===== src/verilog/soc_pkg.sv =====
//--------------------
// Shared bus widths, address map and
// register encodings for the peripheral subsystem
//--------------------

package soc_pkg;

	// Bus widths
	localparam int ADR_W = 32;
	localparam int DAT_W = 32;
	localparam int SEL_W = 4;

	// Decoder target
	typedef enum logic [1:0] {
		SLV_BRAM,
		SLV_TIMER,
		SLV_PWM,
		SLV_NONE
	} slave_e;

	// Address map, values of adr[31:28]
	localparam logic [3:0] REGION_BRAM  = 4'h0;
	localparam logic [3:0] REGION_TIMER = 4'h3;
	localparam logic [3:0] REGION_PWM   = 4'h4;

	// Timer word index inside a channel block, adr[3:2]
	typedef enum logic [1:0] {
		TMR_CTRL,
		TMR_COMPARE,
		TMR_COUNTER
	} timer_reg_e;

	// Timer control bits
	localparam int CTRL_EN   = 0;
	localparam int CTRL_AUTO = 1;
	localparam int CTRL_FLAG = 2;

	// PWM period word, duty n sits at word n+1
	localparam int PWM_PERIOD_IDX = 0;

endpackage

===== src/verilog/wb_decoder.sv =====
//--------------------
// Wishbone decoder, one master to three slaves
// Read data and ack multiplexer
// Answers cycles to unmapped regions
//--------------------

module wb_decoder import soc_pkg::*; (
	input  logic             clk_i,
	input  logic             reset_i,
	// Master side
	input  logic [ADR_W-1:0] m_adr_i,
	input  logic [DAT_W-1:0] m_dat_i,
	input  logic [SEL_W-1:0] m_sel_i,
	input  logic             m_we_i,
	input  logic             m_cyc_i,
	input  logic             m_stb_i,
	output logic [DAT_W-1:0] m_dat_o,
	output logic             m_ack_o,
	// Shared slave signals
	output logic [ADR_W-1:0] s_adr_o,
	output logic [DAT_W-1:0] s_dat_o,
	output logic [SEL_W-1:0] s_sel_o,
	output logic             s_we_o,
	// Block RAM
	input  logic [DAT_W-1:0] s_bram_dat_i,
	input  logic             s_bram_ack_i,
	output logic             s_bram_cyc_o,
	output logic             s_bram_stb_o,
	// Timer
	input  logic [DAT_W-1:0] s_tmr_dat_i,
	input  logic             s_tmr_ack_i,
	output logic             s_tmr_cyc_o,
	output logic             s_tmr_stb_o,
	// PWM bank
	input  logic [DAT_W-1:0] s_pwm_dat_i,
	input  logic             s_pwm_ack_i,
	output logic             s_pwm_cyc_o,
	output logic             s_pwm_stb_o
);

	slave_e target;
	logic   none_ack_q;

	//--------------------
	// Region decode
	//--------------------
	always_comb begin
		case (m_adr_i[ADR_W-1 -: 4])
			REGION_BRAM:  target = SLV_BRAM;
			REGION_TIMER: target = SLV_TIMER;
			REGION_PWM:   target = SLV_PWM;
			default:      target = SLV_NONE;
		endcase
	end

	// Address, data, select and we go to every slave
	assign s_adr_o = m_adr_i;
	assign s_dat_o = m_dat_i;
	assign s_sel_o = m_sel_i;
	assign s_we_o  = m_we_i;

	// Strobe only the selected slave
	assign s_bram_cyc_o = m_cyc_i && (target == SLV_BRAM);
	assign s_bram_stb_o = m_stb_i && (target == SLV_BRAM);
	assign s_tmr_cyc_o  = m_cyc_i && (target == SLV_TIMER);
	assign s_tmr_stb_o  = m_stb_i && (target == SLV_TIMER);
	assign s_pwm_cyc_o  = m_cyc_i && (target == SLV_PWM);
	assign s_pwm_stb_o  = m_stb_i && (target == SLV_PWM);

	// One-cycle answer for unmapped space, keeps the bus from hanging
	always_ff @(posedge clk_i) begin
		if (reset_i) begin
			none_ack_q <= 1'b0;
		end else begin
			none_ack_q <= m_cyc_i && m_stb_i && (target == SLV_NONE) && !none_ack_q;
		end
	end

	//--------------------
	// Return path
	//--------------------
	always_comb begin
		case (target)
			SLV_BRAM: begin
				m_dat_o = s_bram_dat_i;
				m_ack_o = s_bram_ack_i;
			end
			SLV_TIMER: begin
				m_dat_o = s_tmr_dat_i;
				m_ack_o = s_tmr_ack_i;
			end
			SLV_PWM: begin
				m_dat_o = s_pwm_dat_i;
				m_ack_o = s_pwm_ack_i;
			end
			default: begin
				// Unmapped reads return zero
				m_dat_o = '0;
				m_ack_o = none_ack_q;
			end
		endcase
	end

endmodule


===== config.mk =====
export PLATFORM = sky130hd
export DESIGN_NAME = wb_decoder
export DESIGN_NICKNAME = d
export VERILOG_FILES = /design/src/verilog/soc_pkg.sv /design/src/verilog/wb_decoder.sv
export SDC_FILE = /design/constraint.sdc
export NUM_CORES = 1
export LEC_CHECK = 0
export ABC_AREA = 0
export BUFFER_PORTS_ARGS = -buffer_cell sky130_fd_sc_hd__clkbuf_2
export CAP_MARGIN = 20
export CORE_AREA = 10 10 100 102
export DETAILED_ROUTE_END_ITERATION = 6
export DIE_AREA = 0 0 110 112
export SLEW_MARGIN = 20
export SYNTH_ARGS = -nofsm -noshare
export SYNTH_HDL_FRONTEND = slang
export SYNTH_SLANG_ARGS = --single-unit

===== constraint.sdc =====
create_clock -name clk_i -period 2.2 [get_ports clk_i]
set_input_delay 0.33 -clock clk_i [delete_from_list [all_inputs] [get_ports clk_i]]
set_output_delay 0.33 -clock clk_i [all_outputs]
set_load 0.01 [all_outputs]

# Yosys cells after proc, flatten, opt, wreduce, memory -nomap -nowiden
# Cells that the tools add are included.
totals:
  ff_bits: 1
  out_inout_bits: 108
  elab_cells: 21
  input_bits: 172
op_classes:
  n_eq_ne: 5
  reduce_logical: 12
  n_mux: 3
op_table:
  columns: ["op", "count"]
  rows:
  - ["$pmux 32 s3", 1]
  - ["$logic_and 1x1->1", 9]
  - ["$pmux 2 s3", 1]
  - ["$eq 2x2->1 const B", 2]
  - ["$eq 4x2->1 const B", 1]
  - ["$eq 4x3->1 const B", 1]
  - ["$logic_not 4->1", 1]
  - ["$pmux 1 s3", 1]
  - ["$eq 2x1->1 const B", 1]
  - ["$logic_not 2->1", 1]
  - ["$logic_not 1->1", 1]

# Longest topological paths before layout
logic_depth:
  depth_word: 5
  mapped_depth: 5
  mapped_depth_nobuf: 3

# Least setup slack after synthesis
# No wires, ideal clock.
synth_path:
  kind: "input -> output"
  from: "in m_adr_i[31]"
  to: "out m_dat_o[0]"
  arrival_ns: 1.208
  n_path_buf: 1
  cell_stages: 4
  path_slack_ns: 0.662
  required_time_ns: 1.870
  path_cell_list: "nor4_2 buf_2 a222oi_1 inv_1"
synth_between:
  elab_chain_cells: 4
  elab_cells_between_ends: 8
  cone_classes: "eq/ne (4); mux (2); reduce/logical (2)"
synth_rtl:
  columns: ["element", "line", "source"]
  rows:
  - ["start: declaration", "wb_decoder.sv:11", "input logic [ADR_W-1:0] m_adr_i,"]
  - ["$eq 4x3->1 (tied with other cells)", "wb_decoder.sv:48", "case (m_adr_i[ADR_W-1 -: 4])"]
  - ["$pmux 2 s3 *", "wb_decoder.sv:48", null]
  - ["$eq 2x2->1 (tied with other cells)", "wb_decoder.sv:83", "case (target)"]
  - ["$pmux 32 s3 *", "wb_decoder.sv:83", null]
  - ["end: declaration", "wb_decoder.sv:17", "output logic [DAT_W-1:0] m_dat_o,"]
# Every way passes the cells marked *; elsewhere a longest branch is shown, timed or not.

# Worst setup path in the final report
layout_path:
  from: "in m_adr_i[29]"
  to: "out m_dat_o[13]"
# Same word-level chain as after synthesis.

==> results.json <==
{
  "status": "finished, final reports clean",
  "dieHeight_um": 112,
  "dr.pass1.iters": 6,
  "worstHoldPathType": "reg2reg",
  "layout_common_cells": "clkbuf_2 (149), a222oi_1 (32), inv_1 (32)",
  "period_needed_ns": 1.813,
  "avgSynthCellArea_sq_um": 7.139,
  "overflow": 0,
  "drt-initial-drc-count": 178,
  "core_area_sq_um": 8051,
  "layout.cells.most_common": "clkbuf_2",
  "p_leak_nw": 1.079,
  "wl_mm": 6.310,
  "timing.setup.tns_ns": 0,
  "die_area_sq_um": 12320,
  "synth_seq_cells": 1,
  "finalHoldViolCount": 0,
  "hpwlAfterDp_mm": 5.444,
  "arrival_ns": 1.48,
  "synthAdderAreaFrac": 0,
  "finClkSkew_ns": 0,
  "met1_usage": 0.07659,
  "die_w_um": 110,
  "setup.worst_path.end_class": "output port",
  "busiest_layer": "met2",
  "synth-simple-area-share": 0.09355,
  "synth_xor_area_frac": 0,
  "fin_crit_sh": 0.8240,
  "use_met3": 0.03114,
  "grt_pass1_vias": 1635,
  "drc_errors": 0,
  "p_per_area_nw_per_um2": 159.0,
  "finalSetupViolations": 0,
  "muxShareOfSynthArea": 0,
  "top_regs": "none_ack_q: 1 flops",
  "synth_cells": 163,
  "routed_via_density": 4.433,
  "worstPathMaxFanout": 34,
  "yosys_warnings": 0,
  "postCtsSetupBuffers": 0,
  "n_antenna_cell": 0,
  "crit_required_ns": 1.87,
  "finalNetCount": 411,
  "cp-start-kind": "input pin",
  "largest_register_ff_count": 1,
  "clk_latency_ns": 0,
  "hold_buffers": 0,
  "drive_gt1_frac": 0.6624,
  "finalMaxSlewViolations": 0,
  "antenna_found_initial": 0,
  "worstMarginPinSlew_ns": 0.3363,
  "synth_top_family_by_area": "buffers and inverters",
  "ios": 280,
  "syn-num-nets": 335,
  "row_count": 33,
  "fmax_mhz": 551.6,
  "detail-route-antenna-nets": 0,
  "start_util": 0.1445,
  "maxCapViolations": 0,
  "io_buffers": 149,
  "setup.worst_path.class": "in2out",
  "setup_slack_ns": 0.3872,
  "fillerInstances": 920,
  "cts_resized": 0,
  "yosysSeqAreaShare": 0.01720,
  "ir_drop_uv": 90.49,
  "rsz0062_at_grt": "no",
  "vias": 1516,
  "clk_pin_slew_ns": 0,
  "yosys.cell_types.count": 19,
  "wl_per_cell_um": 18.45,
  "dp_slack_ns": 0.3842,
  "grt_pass1_wl_mm": 8.797,
  "gp_congestion": 0.8528,
  "netlist_area_sq_um": 1164,
  "slew_headroom": 0.7758,
  "synthToLayoutAreaGrowth_pct": 34.09,
  "largest-register": "none_ack_q",
  "track_usage": 0.08627,
  "grt.met2_usage": 0.1621,
  "grt_max_degree": 35,
  "synth-compound-area-share": 0.2978
}
## cell type report
type / instances / area (sq um) / share of cell area
Sequential cell: 1 / 20.02 / 0.01283
Timing Repair Buffer: 153 / 800.8 / 0.5132
Multi-Input combinational cell: 51 / 488.0 / 0.3127
Inverter: 32 / 120.1 / 0.07698
Tap cell: 105 / 131.4 / 0.08420
## cell usage after synthesis
cell type | instances | area [sq um]
a21oi_1 | 1 | 5.000
a222oi_1 | 32 | 320.3
a2bb2oi_1 | 1 | 8.760
a31oi_1 | 1 | 6.260
and2_1 | 6 | 37.54
buf_2 | 10 | 50.05
buf_4 | 69 | 518.0
dfxtp_1 | 1 | 20.02
inv_1 | 32 | 120.1
nand2_1 | 1 | 3.750
nand3b_1 | 1 | 7.510
nor2_1 | 1 | 3.750
nor2b_1 | 1 | 6.260
nor4_1 | 1 | 6.260
nor4_2 | 1 | 12.51
nor4b_2 | 1 | 15.01
nor4bb_1 | 1 | 10.01
o22ai_1 | 1 | 6.260
or2_2 | 1 | 6.260
## worst paths after layout
kind	slack [ns]	depth (start not counted)	to	startpoint
worst max register to register	1.57	1	none_ack_q	none_ack_q
worst max-delay path	0.39	6	m_dat_o[13]	m_adr_i[29]
worst min register to register	0.42	1	none_ack_q	none_ack_q
worst min-delay path	0.42	1	none_ack_q	none_ack_q
## through the flow
stage | total power, mW | utilization | hold WS, ns | cell area, sq um | cells
2_1_floorplan | 0.2198 | - | 0.3969 | 1164 | 163
3_3_place_gp | 0.2477 | 0.1938 | 0.4140 | 1560 | 342
3_5_place_dp | 0.2515 | 0.1938 | 0.4294 | 1560 | 342
4_1_cts | 0.2527 | 0.1938 | 0.4294 | 1560 | 342
5_1_grt | 0.2737 | 0.1938 | 0.4386 | 1560 | 342
6_report | 0.2481 | 0.1938 | 0.4186 | 1560 | 342
## power breakdown
group / switching, mW / internal [mW]
clock network: 0 / 0
registers: 0.000390 / 0.0193
logic: 0.106 / 0.123
total: 0.106 / 0.142
## critical path: stages
cell,delay (ns)
clkbuf_2,0.16
nor4bb_4,0.20
buf_12,0.18
a222oi_1,0.39
inv_1,0.07
clkbuf_2,0.13
## per-layer routing
metal	vias up	share of wire
met3	40	0.17
met4	0	0.060
met2	135	0.48
met1	667	0.29
li1	674	-
met5	-	0
## logic make-up (layout without fill, tap and decap cells)
kind of cell	Yosys count	in the layout
AOI/OAI and AO/OA	36	36
buffers and inverters	111	185
and+or+nand+nor	15	15
DFF	1	1
No activity file was read; power rests on OpenSTA's default activity.
