`src/verilog/soc_pkg.sv`:
```
//--------------------
// Shared bus widths, address map and
// register encodings for the peripheral subsystem
//--------------------

package soc_pkg;

	// Bus widths
	localparam int ADR_W = 32;
	localparam int DAT_W = 32;
	localparam int SEL_W = 4;

	// Decoder target
	typedef enum logic [1:0] {
		SLV_BRAM,
		SLV_TIMER,
		SLV_PWM,
		SLV_NONE
	} slave_e;

	// Address map, values of adr[31:28]
	localparam logic [3:0] REGION_BRAM  = 4'h0;
	localparam logic [3:0] REGION_TIMER = 4'h3;
	localparam logic [3:0] REGION_PWM   = 4'h4;

	// Timer word index inside a channel block, adr[3:2]
	typedef enum logic [1:0] {
		TMR_CTRL,
		TMR_COMPARE,
		TMR_COUNTER
	} timer_reg_e;

	// Timer control bits
	localparam int CTRL_EN   = 0;
	localparam int CTRL_AUTO = 1;
	localparam int CTRL_FLAG = 2;

	// PWM period word, duty n sits at word n+1
	localparam int PWM_PERIOD_IDX = 0;

endpackage
```
`src/verilog/wb_timer.sv`:
```
//--------------------
// Two compare timers with interrupt flags
// One-shot and auto-reload modes
//--------------------

module wb_timer import soc_pkg::*; (
	input  logic             clk_i,
	input  logic             reset_i,
	input  logic [ADR_W-1:0] wb_adr_i,
	input  logic [DAT_W-1:0] wb_dat_i,
	input  logic             wb_we_i,
	input  logic             wb_cyc_i,
	input  logic             wb_stb_i,
	output logic [DAT_W-1:0] wb_dat_o,
	output logic             wb_ack_o,
	output logic [1:0]       irq_o
);

	logic             req;
	logic             wr;
	logic             ch;
	timer_reg_e       reg_idx;
	logic [1:0]       en_q;
	logic [1:0]       auto_q;
	logic [1:0]       flag_q;
	logic [DAT_W-1:0] compare_q [2];
	logic [DAT_W-1:0] count_q [2];
	logic [1:0]       match;
	logic [DAT_W-1:0] rd_data;

	//--------------------
	// Bus decode
	//--------------------
	assign req     = wb_cyc_i && wb_stb_i && !wb_ack_o;
	assign wr      = req && wb_we_i;
	// adr[4] picks the channel block
	assign ch      = wb_adr_i[4];
	assign reg_idx = timer_reg_e'(wb_adr_i[3:2]);

	// Compare hit on a running channel
	always_comb begin
		for (int c = 0; c < 2; c++)
			match[c] = en_q[c] && (count_q[c] == compare_q[c]);
	end

	//--------------------
	// Counters and registers
	//--------------------
	always_ff @(posedge clk_i) begin
		if (reset_i) begin
			en_q   <= '0;
			auto_q <= '0;
			flag_q <= '0;
			for (int c = 0; c < 2; c++) begin
				compare_q[c] <= '0;
				count_q[c]   <= '0;
			end
		end else begin
			for (int c = 0; c < 2; c++) begin
				if (match[c]) begin
					flag_q[c] <= 1'b1;
					// Reload, or stop holding the compare value
					if (auto_q[c])
						count_q[c] <= '0;
					else
						en_q[c] <= 1'b0;
				end else if (en_q[c]) begin
					count_q[c] <= count_q[c] + 1'b1;
				end
				// Bus writes win over counting
				if (wr && (ch == c[0])) begin
					case (reg_idx)
						TMR_CTRL: begin
							en_q[c]   <= wb_dat_i[CTRL_EN];
							auto_q[c] <= wb_dat_i[CTRL_AUTO];
							// Write one to clear, a fresh hit is kept
							if (wb_dat_i[CTRL_FLAG] && !match[c])
								flag_q[c] <= 1'b0;
						end
						TMR_COMPARE: compare_q[c] <= wb_dat_i;
						TMR_COUNTER: count_q[c] <= wb_dat_i;
						default: ;
					endcase
				end
			end
		end
	end

	assign irq_o = flag_q;

	//--------------------
	// Readback
	//--------------------
	always_comb begin
		rd_data = '0;
		case (reg_idx)
			TMR_CTRL: begin
				rd_data[CTRL_EN]   = en_q[ch];
				rd_data[CTRL_AUTO] = auto_q[ch];
				rd_data[CTRL_FLAG] = flag_q[ch];
			end
			TMR_COMPARE: rd_data = compare_q[ch];
			TMR_COUNTER: rd_data = count_q[ch];
			default:     rd_data = '0;
		endcase
	end

	always_ff @(posedge clk_i) begin
		if (reset_i) begin
			wb_ack_o <= 1'b0;
		end else begin
			wb_ack_o <= req;
		end
	end

	// Read data valid with ack
	always_ff @(posedge clk_i) begin
		if (req)
			wb_dat_o <= rd_data;
	end

endmodule

```
`config.mk`:
```
export PLATFORM = sky130hd
export DESIGN_NAME = wb_timer
export DESIGN_NICKNAME = d
export VERILOG_FILES = /design/src/verilog/soc_pkg.sv /design/src/verilog/wb_timer.sv
export SDC_FILE = /design/constraint.sdc
export NUM_CORES = 1
export LEC_CHECK = 0
export ABC_AREA = 1
export BUFFER_PORTS_ARGS = -buffer_cell sky130_fd_sc_hd__buf_4
export CAP_MARGIN = 20
export CORE_MARGIN = 3
export CORE_UTILIZATION = 56
export CTS_CLUSTER_SIZE = 25
export DETAILED_ROUTE_END_ITERATION = 10
export MAX_ROUTING_LAYER = met4
export PLACE_DENSITY = 0.76
export REMOVE_ABC_BUFFERS = 1
export SLEW_MARGIN = 10
export SYNTH_ARGS = -nofsm -noshare
export SYNTH_HDL_FRONTEND = slang
export SYNTH_SLANG_ARGS = --single-unit
```
`constraint.sdc`:
```
create_clock -name clk_i -period 5.2 [get_ports clk_i]
set_input_delay 0.52 -clock clk_i [delete_from_list [all_inputs] [get_ports clk_i]]
set_output_delay 0.52 -clock clk_i [all_outputs]
set_load 0.05 [all_outputs]
```
; ---- After elaboration in Yosys (flattened, before gate mapping)
; Memories as Yosys holds them, arrays and structs flattened.
; Cells that the tools add are included.
[totals]
reg_bits = 39
latch_bits = 0
mem_bits_rw = 128
mem_bits_ro = 0
in_bits = 69
wordCells = 103
n_memories = 2
[mem_list]
columns = name, depth, width, read_ports, rd_ports_with_merged_regs, wr, line_no
row1 = compare_q, 2, 32, 3, 0, 2, wb_timer.sv:26  ; logic [DAT_W-1:0] compare_q [2];
row2 = count_q, 2, 32, 3, 0, 2, wb_timer.sv:27  ; logic [DAT_W-1:0] count_q [2];
[classes]
n_addsub = 2
n_mul = 0
n_div = 0
order_cmp = 1
eq_ne = 4
shifts = 0
muxes = 64
bitwise = 9
reduce_logical = 15
[ops]
columns = cell, count
row1 = 2-to-1 mux 32 bit, 8
row2 = "adder 32 x 1 -> 32 bit, second input constant", 2
row3 = equality test 32 bit, 2
row4 = one-hot mux 29 bit (2 select lines), 1
row5 = 2-to-1 mux 1 bit, 54
row6 = logical AND 1 bit, 9
row7 = one-hot mux 3 bit (3 select lines), 1
row8 = OR 1 bit, 8
row9 = AND reduction 2 bit, 2
row10 = zero test 1 bit, 3
row11 = "equality test 2 x 1 -> 1 bit, second input constant", 1
row12 = "equality test 2 bit, second input constant", 1
row13 = zero test 2 bit, 1
row14 = "< comparator 1 x 2 -> 1 bit, second input constant", 1
row15 = inverter 1 bit, 1

; ---- Depth between registers and ports, before layout
; Gate-level depths: netlist of the first run.
[logic_depth]
depth_word = 8
depth_mapped = 13

; ---- Least setup slack after synthesis of the first run
; Ideal clock, no wire load.
[synth_path]
kind = input-to-reg
start = input wb_adr_i[3]
end = memory compare_q[0][0], enable pin
setup_ps = 466
arrival_ps = 3353
t_required_ps = 4734
path_slack_ps = 1381
cell_stages = 5
path_cell_list = inv_1 -> ha_1 -> inv_1 -> clkbuf_1 -> o21ai_0
[synth_rtl]
columns = item, line_no
row1 = "start, declared", wb_timer.sv:9  ; input logic [ADR_W-1:0] wb_adr_i,
row2 = "end, declared", wb_timer.sv:26

==> metrics.cfg, run 1 <==
[placement]
routabilityCongestion = 0.9824
numPortBuffers = 74
dp_hpwl_um = 19860

[sta]
rsz0062_at_grt = false
period_minus_slack_ps = 2698
fin_crit_sh_pct = 51.89
timing.fmax_ghz = 0.3706
finalClockSkew_ps = 9.795
worst_pin_slew_ps = 844.6
slew_violations = 0
max-slew-margin-rel_pct = 43.53
setup_viol = 0
hold_violations = 0
fin_tns_setup_ps = 0

[route]
drtIter0Drc = 1011
dr.pass1.iters = 6
wirelength_um = 27700
ant_nets = 0
vias = 8392
post_drt_wl_per_cell_um = 18.73
drc_errors = 0
via_per_inst = 5.674

[logic_synthesis]
ys_ff_latch = 167
netlist_instances = 1179
synthFlopType = edfxtp_1
async_flop_share_pct = 0
ys_seq_area_share_pct = 50.13
syn_area_um2 = 9863
yosysWarningCount = 0
avgSynthCellArea_um2 = 8.366
synth_cell_type_count = 34
synth_edf_count = 160

[min_path]
hold_path.class = in -> reg

[flow_run]
cap_violations = 0

[floorplan]
die-height_um = 138.7
pin_count = 104
start_util_pct = 58.24
die_area_um2 = 19240
fp.dieW_um = 138.7
num_rows = 47
core_area_um2 = 16940

[critical_path]
max_stage_delay_ps = 590
worst_path_max_delay_cell = nand3_2
critPathMaxFanout = 39
critPathRequiredTime_ps = 5450
crit_type = in -> reg
crit_chain = buf_4, inv_2, nand2_2, inv_1, nand2_1, nand3_2, o21ai_0
startpoint_type = input port
cp_top_family = simple AND/OR/NAND/NOR gates
path_buf_inv = 3
arrival_ps = 2950
critPathCaptureType = flip-flop

[power]
peakVddDrop_uv = 239.5
p_per_area_nw_per_um2 = 285.6
power.leakage_uw = 0.004448

[grt]
grt_antenna_before_repair = 0
grt_util_all_layers_pct = 29.28
grt_pass1_vias = 7891
grt_max_degree = 70
grt_overflow_total = 0
grt_pass1_wl_um = 42840

[cts]
ctsResizeCount = 0
post_cts_buffers = 0
cts.sinks = 167
clk_pin_slew_ps = 70
clock_latency_ps = 440
root_buffer = clkbuf_16
cts_buffers = 17
cts_hold_buf = 0
cts.path.max_buffers = 2
cts_tree = built
htreeDepth = 4

[final_layout]
layout_commonest_cell = nand2_1
num_antenna_cells = 0
final_core_util_pct = 66.77
fin_nets = 1321
final_cell_mix = nand2_1 (299), edfxtp_1 (160), nor2_1 (154)
syn_to_final_growth_pct = 14.65
final_layout_size_suffix_gt1_share_pct = 11.83

[outcome]
status = finished clean

==> where the power goes <==
group / switching [uW] / total [uW] / internal (uW)
logic: 234 / 353 / 119
clock network: 535 / 1290 / 750
registers: 56.1 / 1590 / 1540
total: 825 / 3230 / 2410
==> synth_stat cells (all sizes together), types with 2 or more instances <==
cell    instances  area share (%)
o21ai         107             5.8
a21oi          82             4.2
inv           121             4.6
clkbuf         23            0.88
edfxtp        160              49
xor2           41             3.6
buf            17             1.1
nand3b          2            0.15
xnor2          59             5.2
nand2         306              12
nand3          26             1.4
o31ai           4            0.30
dfxtp           7             1.4
ha              6            0.76
nor2          161             6.4
nor3           33             2.1
nand4          18             1.1
==> kinds of logic after synthesis <==
kind of cell	Yosys count	synth area share, %
buffers and inverters	162	6.584
and+or+nand+nor	549	23.19
adders and majority gates	6	0.7611
xor gates and xnor gates	100	8.880
AOI/OAI and AO/OA	195	10.45
DFF	167	50.13
==> cell type report <==
class,count,area (um^2)
fillers,1402,5628
flip-flops and latches,167,4945
multi-input cells,850,4299
repair buffers,88,744.5
inverters,122,457.9
clock buffers,18,429.2
well taps,220,275.3
clock inverters,14,157.7
==> final timing paths <==
check / startpoint / to / slack (ps) / depth (start not counted)
max: wb_adr_i[4] / count_q[0][3] / 2500 / 7
min: reset_i / irq_o[1] / 340 / 2
max reg2reg: count_q[1][21] / count_q[1][18] / 2660 / 11
min reg2reg: en_q[0] / en_q[0] / 500 / 2
==> sequential cells by signal, summed over array words and instances (netlist names) <==
name	cells
en_q	2
compare_q	64
wb_ack_o	1
wb_dat_o	32
auto_q	2
irq_o	2
count_q	64
==> layer usage <==
layer / routed length, um / GRT usage (%) / part of all wire [%]
met4: 876 / 10.92 / 3.2
met5: 0 / - / 0
met1: 11630 / 38.84 / 42
met2: 12770 / 45.76 / 46
met3: 2426 / 4.931 / 8.8
==> per-stage QoR <==
stage,cells,hold slack (ps),worst slack (ps),total power [uW],cell area (um^2)
2_1_floorplan,1139,441.9,1286,1813,9672
3_3_place_gp,1442,467.8,2077,1947,10600
3_5_place_dp,1443,486.5,1987,1961,10630
4_1_cts,1475,324.3,2032,3219,11210
5_1_grt,1479,333.5,2235,3328,11310
6_report,1479,336.7,2502,3230,11310
(Power assumes the default switching activity.)
==> run 2: changes to the inputs <==
--- a/config.mk
+++ b/config.mk
@@ -5,15 +5,15 @@
 export SDC_FILE = /design/constraint.sdc
 export NUM_CORES = 1
 export LEC_CHECK = 0
-export ABC_AREA = 1
+export ABC_AREA = 0
 export BUFFER_PORTS_ARGS = -buffer_cell sky130_fd_sc_hd__buf_4
 export CAP_MARGIN = 20
 export CORE_MARGIN = 3
-export CORE_UTILIZATION = 56
+export CORE_UTILIZATION = 54
 export CTS_CLUSTER_SIZE = 25
 export DETAILED_ROUTE_END_ITERATION = 10
 export MAX_ROUTING_LAYER = met4
-export PLACE_DENSITY = 0.76
+export PLACE_DENSITY = 0.77
 export REMOVE_ABC_BUFFERS = 1
 export SLEW_MARGIN = 10
 export SYNTH_ARGS = -nofsm -noshare
==> constraint.sdc (replaced) <==
create_clock -name clk_i -period 2.4 [get_ports clk_i]
set_input_delay 0.24 -clock clk_i [delete_from_list [all_inputs] [get_ports clk_i]]
set_output_delay 0.24 -clock clk_i [all_outputs]
set_load 0.05 [all_outputs]
==> metrics.cfg, run 2 <==
[logic_synthesis]
ys_top_cells_by_area = edfxtp_1 (52%), xnor2_1 (7.3%), mux2_2 (6.9%)
synth_common_cells = edfxtp_1 (160), nand2_1 (90), xnor2_1 (78), mux2_2 (57), xor2_1 (46)
ys_seq_area_share_pct = 53.08
netlist_instances = 809
avgSynthCellArea_um2 = 11.52
yosysWarningCount = 0
ys_ff_latch = 167
synth_top_area_share_pct = 51.57
synthFlopType = edfxtp_1
async_flop_share_pct = 0
synth.most_common_cell = edfxtp_1
synth_cell_type_count = 46
syn_area_um2 = 9316
synth_edf_count = 160
synth_area_leader_cell = edfxtp_1

[final_layout]
final_layout_size_suffix_gt1_share_pct = 27.25
num_antenna_cells = 0
fin_nets = 1007
multi_input_area_um2 = 4131
syn_to_final_growth_pct = 19.77
final_core_util_pct = 66.58
layout_commonest_cell = edfxtp_1
fillers = 1239
final_cell_mix = edfxtp_1 (160), buf_4 (153), nand2_1 (90)
fin_cells = 1163
seq_area_um2 = 4945
post-route-cell-area_um2 = 11160
reg.largest.list = compare_q x64, count_q x64, wb_dat_o x32

[grt]
grt_pass1_vias = 7174
grt_util_all_layers_pct = 29.61
grt_antenna_before_repair = 0
grt_max_degree = 33
grt_pass1_wl_um = 40100
grt_overflow_total = 0

[critical_path]
crit_chain = xnor2_2, buf_4, nand4_1, nor4_2, buf_4, nand3b_1, a221o_1, buf_12
cp_top_family = buffers and inverters
critPathMaxFanout = 28
crit_top_cell = buf_4
critPathRequiredTime_ps = 2580
max_stage_delay_ps = 430
critPathCaptureType = flip-flop
crit_type = reg -> reg
r2r_slack_ps = 30
path_buf_inv = 3
r2r_cells = 8
crit_cells = 8
arrival_ps = 2550
worst_path_max_delay_cell = edfxtp_1
startpoint_type = flip-flop

[floorplan]
core_area_um2 = 16760
start_util_pct = 55.59
num_rows = 47
die_area_um2 = 18870
die-height_um = 137.4
pin_count = 104
fp.dieW_um = 137.4

[power]
p_per_area_nw_per_um2 = 600.1
power_frac_clock_pct = 37.0
p_comb_share_pct = 12.2
p_int_uw = 5057
p_sw_share_pct = 24.47
power.switching_uw = 1638
peakVddDrop_uv = 605.5
p_total_uw = 6696
seqPwrFrac_pct = 50.9
power.leakage_uw = 0.003983

[min_path]
whs_path_depth = 2
hold_path.class = in -> reg

[cts]
cts.sinks = 167
cts.path.max_buffers = 2
root_buffer = clkbuf_16
cts_tree = built
clk_pin_slew_ps = 60
htreeDepth = 4
cts_buffers = 17
cts_hold_buf = 0
clock_latency_ps = 440

[placement]
placed_area_um2 = 10590
routabilityCongestion = 0.9549
dpl.cell_count = 1132
numPortBuffers = 74
dp_hpwl_um = 17540

[sta]
setup_viol = 0
slew_violations = 0
max-slew-margin-rel_pct = 34.71
whs_ps = 49.47
hold_violations = 0
timing.fmax_ghz = 0.4223
finalClockSkew_ps = 8.746
rsz0062_at_grt = false
period_minus_slack_ps = 2368
worst_pin_slew_ps = 979.3
fin_crit_sh_pct = 98.66

[route]
via_per_inst = 6.101
drc_errors = 0
vias = 7095
ant_nets = 0
drtIter0Drc = 935
wirelength_um = 26100
post_drt_wl_per_cell_um = 22.45
dr.pass1.iters = 8

[outcome]
status = finished clean

[flow_run]
cap_violations = 0

==> run 2: cell count changes after synthesis, sizes merged, moves of 18 or more <==
cell and delta:
nand2 -216, inv -112, o21ai -42, and2 +35, a22oi +29, mux2 +57, nor3 -29, xnor2 +19
nor2b +34, nand4 +18, nor2 -151, a21oi -80
==> run 2: routing by layer <==
| metal | GRT usage, % | wire length [um] | vias to the layer above |
|---|---|---|---|
| met5 | - | 0 | - |
| met4 | 10.37 | 726 | 0 |
| met3 | 5.405 | 2348 | 60 |
| met2 | 48.20 | 12810 | 400 |
| met1 | 37.48 | 10220 | 3433 |
| li1 | - | - | 3202 |
==> run 2: worst reg2reg max path: cells and delay by family, from the launching register on <==
family	cells	cell delay, ps
AND/OR/NAND/NOR	3	500
AO/OA/AOI/OAI	1	390
flip-flops	1	430
buffers and inverters	3	540
XOR/XNOR	1	250
==> run 2: area by class of cell <==
class / instances / area share [%]
multi-input cells: 578 / 37.03
repair buffers: 159 / 11.37
well taps: 220 / 2.467
flip-flops and latches: 167 / 44.31
inverters: 9 / 0.3028
clock buffers: 23 / 4.014
clock inverters: 7 / 0.5046
==> run 2: what timing repair did <==
item | 4_1_cts | 5_1_grt
resized for setup | 2 | 6
setup endpoints to repair | 31 | 60
gates cloned | 0 | 0
pin swaps | 0 | 3
buffers inserted | 0 | 1
==> run 2: per-stage QoR <==
step                      worst slack [ps]  setup TNS (ps)
after CTS                            31.20               0
after global placement               8.253               0
after global routing                 9.829               0
after detailed placement            -23.88          -585.8
after floorplan                     -652.7          -22250
final                                32.12               0
==> run 2: final timing paths <==
kind / start / end
worst max-delay path: compare_q[1][27] / count_q[1][15]
worst min-delay path: reset_i / auto_q[1]
worst max register to register: compare_q[1][27] / count_q[1][15]
worst min register to register: auto_q[1] / auto_q[1]
==> run 2: logic make-up (layout without fill, tap and decap cells) <==
| group | after synthesis | after routing | synth area share, % |
|---|---|---|---|
| AOI/OAI and AO/OA | 114 | 114 | 7.843 |
| xor gates and xnor gates | 124 | 124 | 11.66 |
| adders and majority gates | 6 | 6 | 0.8058 |
| buffers and inverters | 64 | 198 | 3.210 |
| DFF | 167 | 167 | 53.08 |
| muxes | 57 | 57 | 6.890 |
| and+or+nand+nor | 277 | 277 | 16.52 |
==> run 2: power groups by stage <==
stage | combinational [uW] | sequential (uW) | clock [uW]
finish | 814 | 3410 | 2470
global route | 864 | 3420 | 2570
CTS | 803 | 3400 | 2470
detailed placement | 795 | 3460 | 0
global placement | 786 | 3460 | 0
floorplan | 325 | 3560 | 0
