**src/verilog/soc_pkg.sv**
```systemverilog
//--------------------
// Shared bus widths, address map and
// register encodings for the peripheral subsystem
//--------------------

package soc_pkg;

	// Bus widths
	localparam int ADR_W = 32;
	localparam int DAT_W = 32;
	localparam int SEL_W = 4;

	// Decoder target
	typedef enum logic [1:0] {
		SLV_BRAM,
		SLV_TIMER,
		SLV_PWM,
		SLV_NONE
	} slave_e;

	// Address map, values of adr[31:28]
	localparam logic [3:0] REGION_BRAM  = 4'h0;
	localparam logic [3:0] REGION_TIMER = 4'h3;
	localparam logic [3:0] REGION_PWM   = 4'h4;

	// Timer word index inside a channel block, adr[3:2]
	typedef enum logic [1:0] {
		TMR_CTRL,
		TMR_COMPARE,
		TMR_COUNTER
	} timer_reg_e;

	// Timer control bits
	localparam int CTRL_EN   = 0;
	localparam int CTRL_AUTO = 1;
	localparam int CTRL_FLAG = 2;

	// PWM period word, duty n sits at word n+1
	localparam int PWM_PERIOD_IDX = 0;

endpackage
```
**src/verilog/wb_pwm.sv**
```systemverilog
//--------------------
// PWM bank, shared period and per-channel duty
// Shadow registers load at counter wrap
//--------------------

module wb_pwm import soc_pkg::*; #(
	parameter int PWM_CHANNELS = 8
) (
	input  logic                    clk_i,
	input  logic                    reset_i,
	input  logic [ADR_W-1:0]        wb_adr_i,
	input  logic [DAT_W-1:0]        wb_dat_i,
	input  logic                    wb_we_i,
	input  logic                    wb_cyc_i,
	input  logic                    wb_stb_i,
	output logic [DAT_W-1:0]        wb_dat_o,
	output logic                    wb_ack_o,
	output logic [PWM_CHANNELS-1:0] pwm_o
);

	// Enough word index bits for period plus all duties
	localparam int IDX_W = $clog2(PWM_CHANNELS + 1);

	logic             req;
	logic             wr;
	logic [IDX_W-1:0] word_idx;
	logic [DAT_W-1:0] period_wr;
	logic [DAT_W-1:0] period_act;
	logic [DAT_W-1:0] duty_wr [PWM_CHANNELS];
	logic [DAT_W-1:0] duty_act [PWM_CHANNELS];
	logic [DAT_W-1:0] cnt_q;
	logic             wrap;
	logic [DAT_W-1:0] rd_data;

	assign req      = wb_cyc_i && wb_stb_i && !wb_ack_o;
	assign wr       = req && wb_we_i;
	assign word_idx = wb_adr_i[IDX_W+1:2];

	//--------------------
	// Written copies
	//--------------------
	always_ff @(posedge clk_i) begin
		if (reset_i) begin
			period_wr <= '0;
			for (int n = 0; n < PWM_CHANNELS; n++)
				duty_wr[n] <= '0;
		end else if (wr) begin
			if (word_idx == PWM_PERIOD_IDX)
				period_wr <= wb_dat_i;
			for (int n = 0; n < PWM_CHANNELS; n++) begin
				if (word_idx == n + 1)
					duty_wr[n] <= wb_dat_i;
			end
		end
	end

	//--------------------
	// Counter and active copies
	//--------------------
	// Zero period parks the counter, every cycle counts as a wrap
	assign wrap = (period_act == '0) || (cnt_q == period_act - 1'b1);

	always_ff @(posedge clk_i) begin
		if (reset_i) begin
			cnt_q      <= '0;
			period_act <= '0;
			for (int n = 0; n < PWM_CHANNELS; n++)
				duty_act[n] <= '0;
		end else if (wrap) begin
			cnt_q      <= '0;
			period_act <= period_wr;
			for (int n = 0; n < PWM_CHANNELS; n++)
				duty_act[n] <= duty_wr[n];
		end else begin
			cnt_q <= cnt_q + 1'b1;
		end
	end

	// Registered compares, low while the period is zero
	always_ff @(posedge clk_i) begin
		if (reset_i) begin
			pwm_o <= '0;
		end else begin
			for (int n = 0; n < PWM_CHANNELS; n++)
				pwm_o[n] <= (period_act != '0) && (cnt_q < duty_act[n]);
		end
	end

	//--------------------
	// Bus readback
	//--------------------
	always_comb begin
		rd_data = '0;
		if (word_idx == PWM_PERIOD_IDX)
			rd_data = period_wr;
		for (int n = 0; n < PWM_CHANNELS; n++) begin
			if (word_idx == n + 1)
				rd_data = duty_wr[n];
		end
	end

	always_ff @(posedge clk_i) begin
		if (reset_i) begin
			wb_ack_o <= 1'b0;
		end else begin
			wb_ack_o <= req;
		end
	end

	always_ff @(posedge clk_i) begin
		if (req)
			wb_dat_o <= rd_data;
	end

endmodule

```
**config.mk**
```make
export PLATFORM = sky130hd
export DESIGN_NAME = wb_pwm
export DESIGN_NICKNAME = d
export VERILOG_FILES = /design/src/verilog/soc_pkg.sv /design/src/verilog/wb_pwm.sv
export SDC_FILE = /design/constraint.sdc
export NUM_CORES = 1
export LEC_CHECK = 0
export BUFFER_PORTS_ARGS = -buffer_cell sky130_fd_sc_hd__buf_2
export CORE_MARGIN = 1.5
export CORE_UTILIZATION = 55
export DETAILED_ROUTE_END_ITERATION = 10
export HOLD_SLACK_MARGIN = 0.12
export PLACE_DENSITY = 0.8
export SLEW_MARGIN = 20
export SYNTH_ARGS = -nofsm -noshare
export SYNTH_HDL_FRONTEND = slang
export SYNTH_SLANG_ARGS = --single-unit
```
**constraint.sdc**
```tcl
create_clock -name clk_i -period 8.45 [get_ports clk_i]
set_input_delay 1.69 -clock clk_i [delete_from_list [all_inputs] [get_ports clk_i]]
set_output_delay 1.69 -clock clk_i [all_outputs]
set_load 0.05 [all_outputs]
```
* Yosys cells after proc, flatten, opt, wreduce, memory -nomap -nowiden *
Memory sizes are Yosys's and may differ from the RTL's.
Index checks and enable logic that the tools add are counted.

word-level totals
  register bits after elaboration = 137
  RAM bits = 512
  input bits = 69
  word-level logic and storage cells = 123
  memories = 2

operators by class
  $add $sub $neg = 2
  order comparisons = 8
  equality and inequality tests = 9
  muxes and demuxes = 62
  bitwise logic cells = 16
  reductions and logical operators = 18

memory list
  name      depth  bits a word  read ports  clocked after Yosys merged registers in  write ports  RTL line      source
  duty_act  8      32           8           0                                        8            wb_pwm.sv:30  logic [DAT_W-1:0] duty_act [PWM_CHANNELS];
  duty_wr   8      32           8           0                                        8            wb_pwm.sv:29  logic [DAT_W-1:0] duty_wr [PWM_CHANNELS];

operators with widths
  cell                   count
  $mux 32                25
  $lt 32x32->1           8
  $mux 1                 37
  $add 32x1->32 const B  1
  $eq 32x32->1           1
  $logic_not 32->1       1
  $reduce_bool 32->1     1
  $sub 32x1->32 const B  1
  $eq 4x3->1 const B     4
  $or 1x1->1             16
  $logic_and 1x1->1      11
  $eq 4x2->1 const B     2
  $eq 4x1->1 const B     1
  $eq 4x4->1 const B     1
  $logic_not 4->1        1
  $reduce_and 2->1       1
  $reduce_or 2->1        1
  $logic_not 1->1        1
  $logic_or 1x1->1       1

* Depth between registers and ports, before layout *
Gate-level depths: netlist (run 1).

  word-level depth = 10
  depth in mapped cells = 14
  depth with buffers taken out = 10

* Worst setup path before layout (run 1) *
OpenSTA, ideal clock, no wires.

  kind = reg-to-reg
  start point = register period_act[20]
  end point = memory duty_act[0][0], enable pin
  setup time = 0.507 ns
  arrival time = 5.655 ns
  required time = 7.943 ns
  path slack = 2.288 ns
  cell stages (with the launch flop) = 11
  path buffers = 3
  period minus slack after synthesis = 6.162 ns
  cells stage by stage = dfxtp_1 buf_6 or4_4 or4_1 a2111oi_2 a31oi_1 a21oi_1 nor4b_2 a21bo_2 buf_2 buf_2

RTL lines
  element                 RTL line      source
  from (decl)             wb_pwm.sv:28  logic [DAT_W-1:0] period_act;
  from (signal assigned)  wb_pwm.sv:71  period_act <= period_wr;
  to (decl)               wb_pwm.sv:30

==> impl_results.md, run 1 <==
- Worst setup SP type: input pin
- Mapped Area: 0.0340 mm²
- Area of the multi-input gates: 0.0138 mm²
- Clock sink total: around 650
- DRC viols: 0
- Combinational group share of total power: roughly 8.6%
- Slew Limit Fails: 0
- Static leakage: approximately 15 nW
- Power density over cell area: between 150 and 200 mW/mm²
- Root buf cell: clkbuf_16
- Clock Latency Late Sink: ~0.61 ns
- CTS tree: built
- Filler Cells Inserted: 4469
- Share of layout cells above drive strength 1: roughly 14%
- Main synth FF type: edfxtp_1
- Starting Density: a little under three fifths
- Synth warn: 0
- Largest net degree at the start of global routing: 160
- Syn_nets: roughly 3300
- Crit path arrival time: roughly 5.5 ns
- Die width: 252 µm
- Dpl ws: ~3.1 ns
- RD Place Congestion: about 0.98
- Total gr overflow: 0
- Max Fclk: about 190 MHz
- Clock skew: between 0.015 and 0.02 ns
- Count leader, synth: edfxtp_1
- Clock Power Share: between 40% and 50%
- Internal Power: approximately 5.6 mW
- Resized Gates After CTS: 0
- Status: finished, final reports clean
- RSZ-0062 raised after global routing: false
- VDD IR max: about 0.12 mV
- Hold Crit Depth: 2
- Layout Area Growth over Synthesis: 9.45%
- Fin. Hold Viols: 0
- Cell count after synthesis: between 2000 and 3000
- Chip Height: between 200 and 300 µm
- Total power: between 7 and 8 mW
- Nets: about 3300
- DRT antenna net count: 0
- Post-synthesis sequential element count: around 650
- Yosys top cell area share: between 40% and 50%
- Syn Area/Cell: about 12 µm²
- Final wirelength: between 80000 and 90000 µm
- Minimum clock period: 5.25 ns
- Post-synth top cells: edfxtp_1 (544), nor2_1 (311), inv_1 (287)
- Setup fix buffers added after clock tree synthesis: 0
- Tightest Pin Transition: between 1 and 1.5 ns
- Detail Placement HPWL: around 59000 µm
- Full die area: 0.0633 mm²
- Vias: ~24000
- Largest area contributor in the netlist: edfxtp_1
- Drt initial violations: ~2800
- Setup CP Type: in2reg
- Number of global-route vias before repair: between 20000 and 25000
- Bufs on Longest Clock Path: 3
- Final period util: approximately 62%
- Max Cap Viol: 0
- Endpoints failing setup: 0
- Seq pwr share: about half
- All-layer global routing usage: between 20% and 30%
- Register area share after synthesis: between 50% and 60%
- Crit Path Max Fanout: ~160
- Port Buf Inserts: 81
- Sw Share: a little under a quarter
- I/O pins: 110
- Count of cell types in the netlist: between 60 and 70
- Core Region: slightly above 0.06 mm²
- Number of enable flip-flop cells after synthesis: approximately 540
- Initial antenna violation count: 2
- Critical Path End Type: register
- First-pass GRT wire length: 134000 µm
- # rows: 90
- Num CTS Buffers: between 60 and 70
- Synth area leaders: edfxtp_1 (48%), ha_1 (9.2%), nor3b_2 (6.6%)
- Vias/cell: 6.18
- Clk slew on worst S/H paths: roughly 0.060 ns
- Reg2reg path depth: 10
- Critical Path RT: between 8 and 9 ns
- Htree depth: 3
- Switching Power: approximately 1.7 mW
- Cts-stage hold buffer count: 0
- HP Class: reg2reg
- Slew margin rel.: 25.3%
- Share of flip-flops with an asynchronous set or reset: 0%
- Iteration count of the initial detailed-routing pass: 6
- Register area: around 0.018 mm²
- Wire per inst: around 23 µm
- Final TNS setup: 0 ns
- Hold slack: slightly below 0.5 ns
- Final worst slack: 3.20 ns
- N_diodes: 0
[cell families after synthesis]
family / count (synthesis) / synth area share [%]
AND/OR/NAND/NOR: 1020 / 18.5
flip-flops: 649 / 54.3
AO/OA/AOI/OAI: 463 / 9.06
buffers and inverters: 430 / 5.26
adder cells (fa/ha/maj): 251 / 9.24
multiplexers: 68 / 2.00
XOR/XNOR: 65 / 1.68
[registers in the layout, indices dropped and copies added, names as in the netlist]
signal      cells
duty_act      256
duty_wr       256
cnt_q          32
period_act     32
period_wr      32
wb_dat_o       32
pwm_o           8
wb_ack_o        1
[layout by cell type, fill, tap and decap left out, types with 68 or more instances in the layout]
master       n
nor2_1     308
buf_2       80
edfxtp_1   544
nand2_1    192
clkbuf_16   71
mux2i_1     68
nand2b_1    90
ha_1       251
dfxtp_1    105
inv_1      286
a21o_1     103
nor2b_1     72
a21oi_1    124
nor3b_2    181
[metal layers]
metal | vias up | global-route usage, % | wire, µm
li1 | 10600 | - | -
met1 | 11500 | 35.7 | 33900
met2 | 1246 | 45.6 | 42000
met3 | 234 | 4.57 | 8120
met4 | 4 | 12.8 | 3750
met5 | - | 0 | 26
[through the flow]
stage | instances | util [%] | area [µm²]
6_report | 3821 | 61.3 | 37200
5_1_grt | 3821 | 61.3 | 37200
4_1_cts | 3821 | 61.3 | 37200
3_5_place_dp | 3701 | 57.7 | 35000
3_3_place_gp | 3701 | 57.7 | 35000
2_1_floorplan | 2946 | - | 34000
[final timing paths]
path	from	slack [ns]	to
max	reset_i	3.20	duty_act[1][43]
min	period_wr[28]	0.49	period_wr[28]
max reg2reg	period_act[0]	3.33	duty_act[1][43]
min reg2reg	period_wr[28]	0.49	period_wr[28]
[power by group through the flow]
stage	Combinational [mW]	Sequential [mW]	Clock (mW)
6_report	0.628	3.72	2.95
3_3_place_gp	0.589	3.78	0
4_1_cts	0.621	3.72	2.97
2_1_floorplan	0.400	3.80	0
5_1_grt	0.675	3.74	3.09
3_5_place_dp	0.615	3.79	0
[area by class of cell]
| cell class | instances | share of cell area (%) |
|---|---|---|
| sequential | 649 | 49.6 |
| multi-input combinational | 1867 | 37.2 |
| clock buffer | 93 | 5.03 |
| inverter | 287 | 2.90 |
| tap | 782 | 2.63 |
| timing repair buffer | 116 | 1.92 |
| clock inverter | 27 | 0.760 |
[worst max-delay path, stage by stage]
cell and delay, ns:
buf_8 0.45, clkinv_1 1.05, o41a_1 0.66, a21bo_4 0.69, buf_12 0.70
No activity file was read; power rests on OpenSTA's default activity.
==> run 2: changes to the inputs <==
--- a/config.mk
+++ b/config.mk
@@ -5,12 +5,13 @@
 export SDC_FILE = /design/constraint.sdc
 export NUM_CORES = 1
 export LEC_CHECK = 0
+export ABC_AREA = 1
 export BUFFER_PORTS_ARGS = -buffer_cell sky130_fd_sc_hd__buf_2
 export CORE_MARGIN = 1.5
 export CORE_UTILIZATION = 55
 export DETAILED_ROUTE_END_ITERATION = 10
 export HOLD_SLACK_MARGIN = 0.12
-export PLACE_DENSITY = 0.8
+export PLACE_DENSITY = 0.83
 export SLEW_MARGIN = 20
 export SYNTH_ARGS = -nofsm -noshare
 export SYNTH_HDL_FRONTEND = slang
==> constraint.sdc (replaced) <==
create_clock -name clk_i -period 4.49 [get_ports clk_i]
set_input_delay 0.898 -clock clk_i [delete_from_list [all_inputs] [get_ports clk_i]]
set_output_delay 0.898 -clock clk_i [all_outputs]
set_load 0.05 [all_outputs]
==> impl_results.md, run 2 <==
- Dpl ws: 1.09 ns
- Resized Gates After CTS: 0
- Crit path arrival time: 3.74 ns
- Total gr overflow: 0
- Minimum clock period: about 3.5 ns
- Cts-stage hold buffer count: 0
- Critical Path Sink: duty_act[1][73]
- Power density over cell area: between 300 and 400 mW/mm²
- Die width: 250 µm
- Clock skew: 0.0227 ns
- Full die area: 0.0623 mm²
- CTS tree: built
- Main synth FF type: edfxtp_1
- Static leakage: between 15 and 20 nW
- Post-synth top cells: inv_1 (686), edfxtp_1 (544), nor2_1 (520)
- Yosys top cell area share: about 49%
- DRC viols: 0
- FF-to-FF Start: cnt_q[16]
- Largest area contributor in the netlist: edfxtp_1
- Syn_nets: between 3000 and 4000
- Number of enable flip-flop cells after synthesis: between 500 and 600
- Internal Power: 10.8 mW
- Crit Path Max Fanout: 68
- Bufs on Longest Clock Path: 3
- Layout Area Growth over Synthesis: 11.7%
- Iteration count of the initial detailed-routing pass: 6
- Count of cell types in the netlist: 40
- # rows: 90
- Wire per inst: 21.5 µm
- Switching Power: about 3.6 mW
- Root buf cell: clkbuf_16
- Post-synthesis sequential element count: about 650
- Max Cap Viol: 0
- Largest net degree at the start of global routing: 76
- RSZ-0062 raised after global routing: false
- Worst setup SP type: register
- VDD IR max: between 0.2 and 0.3 mV
- DRT antenna net count: 0
- Post-DP Area: roughly 0.035 mm²
- Max Fclk: ~290 MHz
- Slew margin rel.: 30.4%
- Clock sink total: 649
- Share of flip-flops with an asynchronous set or reset: 0%
- Post-route design area: 0.0374 mm²
- Setup fix buffers added after clock tree synthesis: 0
- Reg2reg path depth: 11
- First-pass GRT wire length: between 100000 and 150000 µm
- Filler Cells Inserted: 4429
- Combinational group share of total power: a little over 10%
- Hold slack: between 0.4 and 0.5 ns
- CP startpoint: cnt_q[16]
- Final worst slack: 1.01 ns
- RD Place Congestion: between 0.9 and 1
- Initial antenna violation count: 2
- Seq pwr share: between 40% and 50%
- Fin. Hold Viols: 0
- Sw Share: 24.9%
- Total power: 14.4 mW
- Clock Latency Late Sink: 0.62 ns
- Port Buf Inserts: about 80
- Num CTS Buffers: 66
- Synth area leaders: edfxtp_1 (49%), ha_1 (9.4%), inv_1 (7.7%)
- Final period util: ~78%
- Critical Path End Type: register
- Vias/cell: approximately 5.7
- Clk slew on worst S/H paths: about 0.060 ns
- Commonest non-fill, non-tap cell in the layout: inv_1
- Drt initial violations: around 3200
- All-layer global routing usage: 30.3%
- Nets: between 3000 and 4000
- Htree depth: 3
- Setup CP Type: reg2reg
- Count leader, synth: inv_1
- Final wirelength: between 90000 and 100000 µm
- Share of layout cells above drive strength 1: about an eighth
- HP Class: reg2reg
- Reg-to-Reg End: duty_act[1][73]
- Register area: around 0.018 mm²
- Mapped Area: approximately 0.033 mm²
- Endpoints failing setup: 0
- Critical Path RT: ~4.8 ns
- Chip Height: 250 µm
- I/O pins: 110
- Tightest Pin Transition: roughly 1.0 ns
- Final TNS setup: 0 ns
- Slew Limit Fails: 0
- Register area share after synthesis: a little under three fifths
- Vias: about 25000
- Cell count after synthesis: around 3400
- Biggest regs: duty_act (256), duty_wr (256)
- Core Region: ~0.06 mm²
- Worst reg-to-reg setup slack: 1.01 ns
- Area of the multi-input gates: 0.0120 mm²
- Starting Density: 55.6%
- N_diodes: 0
- Most frequent cells in the layout: inv_1 (685), edfxtp_1 (544), nor2_1 (517), nand2_1 (382), ha_1 (251)
- Clock Power Share: around 40%
- Number of global-route vias before repair: between 20000 and 25000
- Synth warn: 0
- Status: finished, final reports clean
- Syn Area/Cell: around 9.7 µm²
- Detail Placement HPWL: slightly above 60000 µm
-- run 2: changes by cell type in the layout (fill, tap and decap cells not counted), sizes merged, moves of 65 or more --
cell    before  now
a21o       103    8
a22oi       65    0
inv        287  691
mux2i       68    0
nand2      194  395
nand2b      90    0
nand3       18   93
nor2       311  698
nor2b       73    0
nor3b      197    0
-- run 2: critical path, stage by stage (launching register included) --
cell and delay (ns):
dfxtp_1 0.73, xor2_1 0.34, nand3b_1 0.16, nand2_1 0.05, nor2_1 0.09, nand2_1 0.06, nor2_1 0.08, nand2_1 0.06
nor2_2 0.14, nand3_2 0.41, nand3_4 0.55, buf_12 0.39
-- run 2: power by group through the flow --
stage	combinational (mW)	clock [mW]	sequential [mW]
after floorplan	0.893	0	7.26
after global placement	1.36	0	7.21
after detailed placement	1.41	0	7.23
after CTS	1.44	5.88	7.10
after global routing	1.60	6.09	7.14
final	1.46	5.88	7.11
-- run 2: cell type report --
type | count | share of cell area [%]
clock buffers | 82 | 4.88
inverters | 688 | 6.91
flip-flops and latches | 649 | 49.3
repair buffers | 160 | 3.01
multi-input cells | 1995 | 32.0
clock inverters | 37 | 1.27
well taps | 782 | 2.62
-- run 2: worst min-delay path by stage --
stage,from,to,slack (ns),cells after the start
detailed placement,period_wr[13],period_act[13],0.48,2
floorplan,period_wr[15],period_act[15],0.45,2
global placement,period_wr[13],period_act[13],0.47,2
CTS,period_wr[13],period_act[13],0.48,2
finish,period_wr[13],period_act[13],0.48,2
global route,period_wr[23],period_act[23],0.51,2
-- run 2: layer usage --
layer | global-route usage (%) | vias to the layer above | share of wire [%]
met4 | 17.3 | 0 | 6.3
met3 | 5.12 | 334 | 10
met2 | 48.4 | 1424 | 45
met1 | 39.3 | 11800 | 38
met5 | 0 | - | 0
li1 | - | 11600 | -
-- run 2: through the flow --
stage               instances  utilization, %
floorplan                3442               -
global placement         4274            58.2
detailed placement       4274            58.2
CTS                      4393            62.1
global route             4393            62.1
finish                   4393            62.1
-- run 2: cell families after synthesis --
group                    synth area share, %
buffers and inverters                   9.42
adder cells (fa/ha/maj)                 9.38
flip-flops                              55.1
AND/OR/NAND/NOR                         17.7
XOR/XNOR                                1.60
AO/OA/AOI/OAI                           6.83
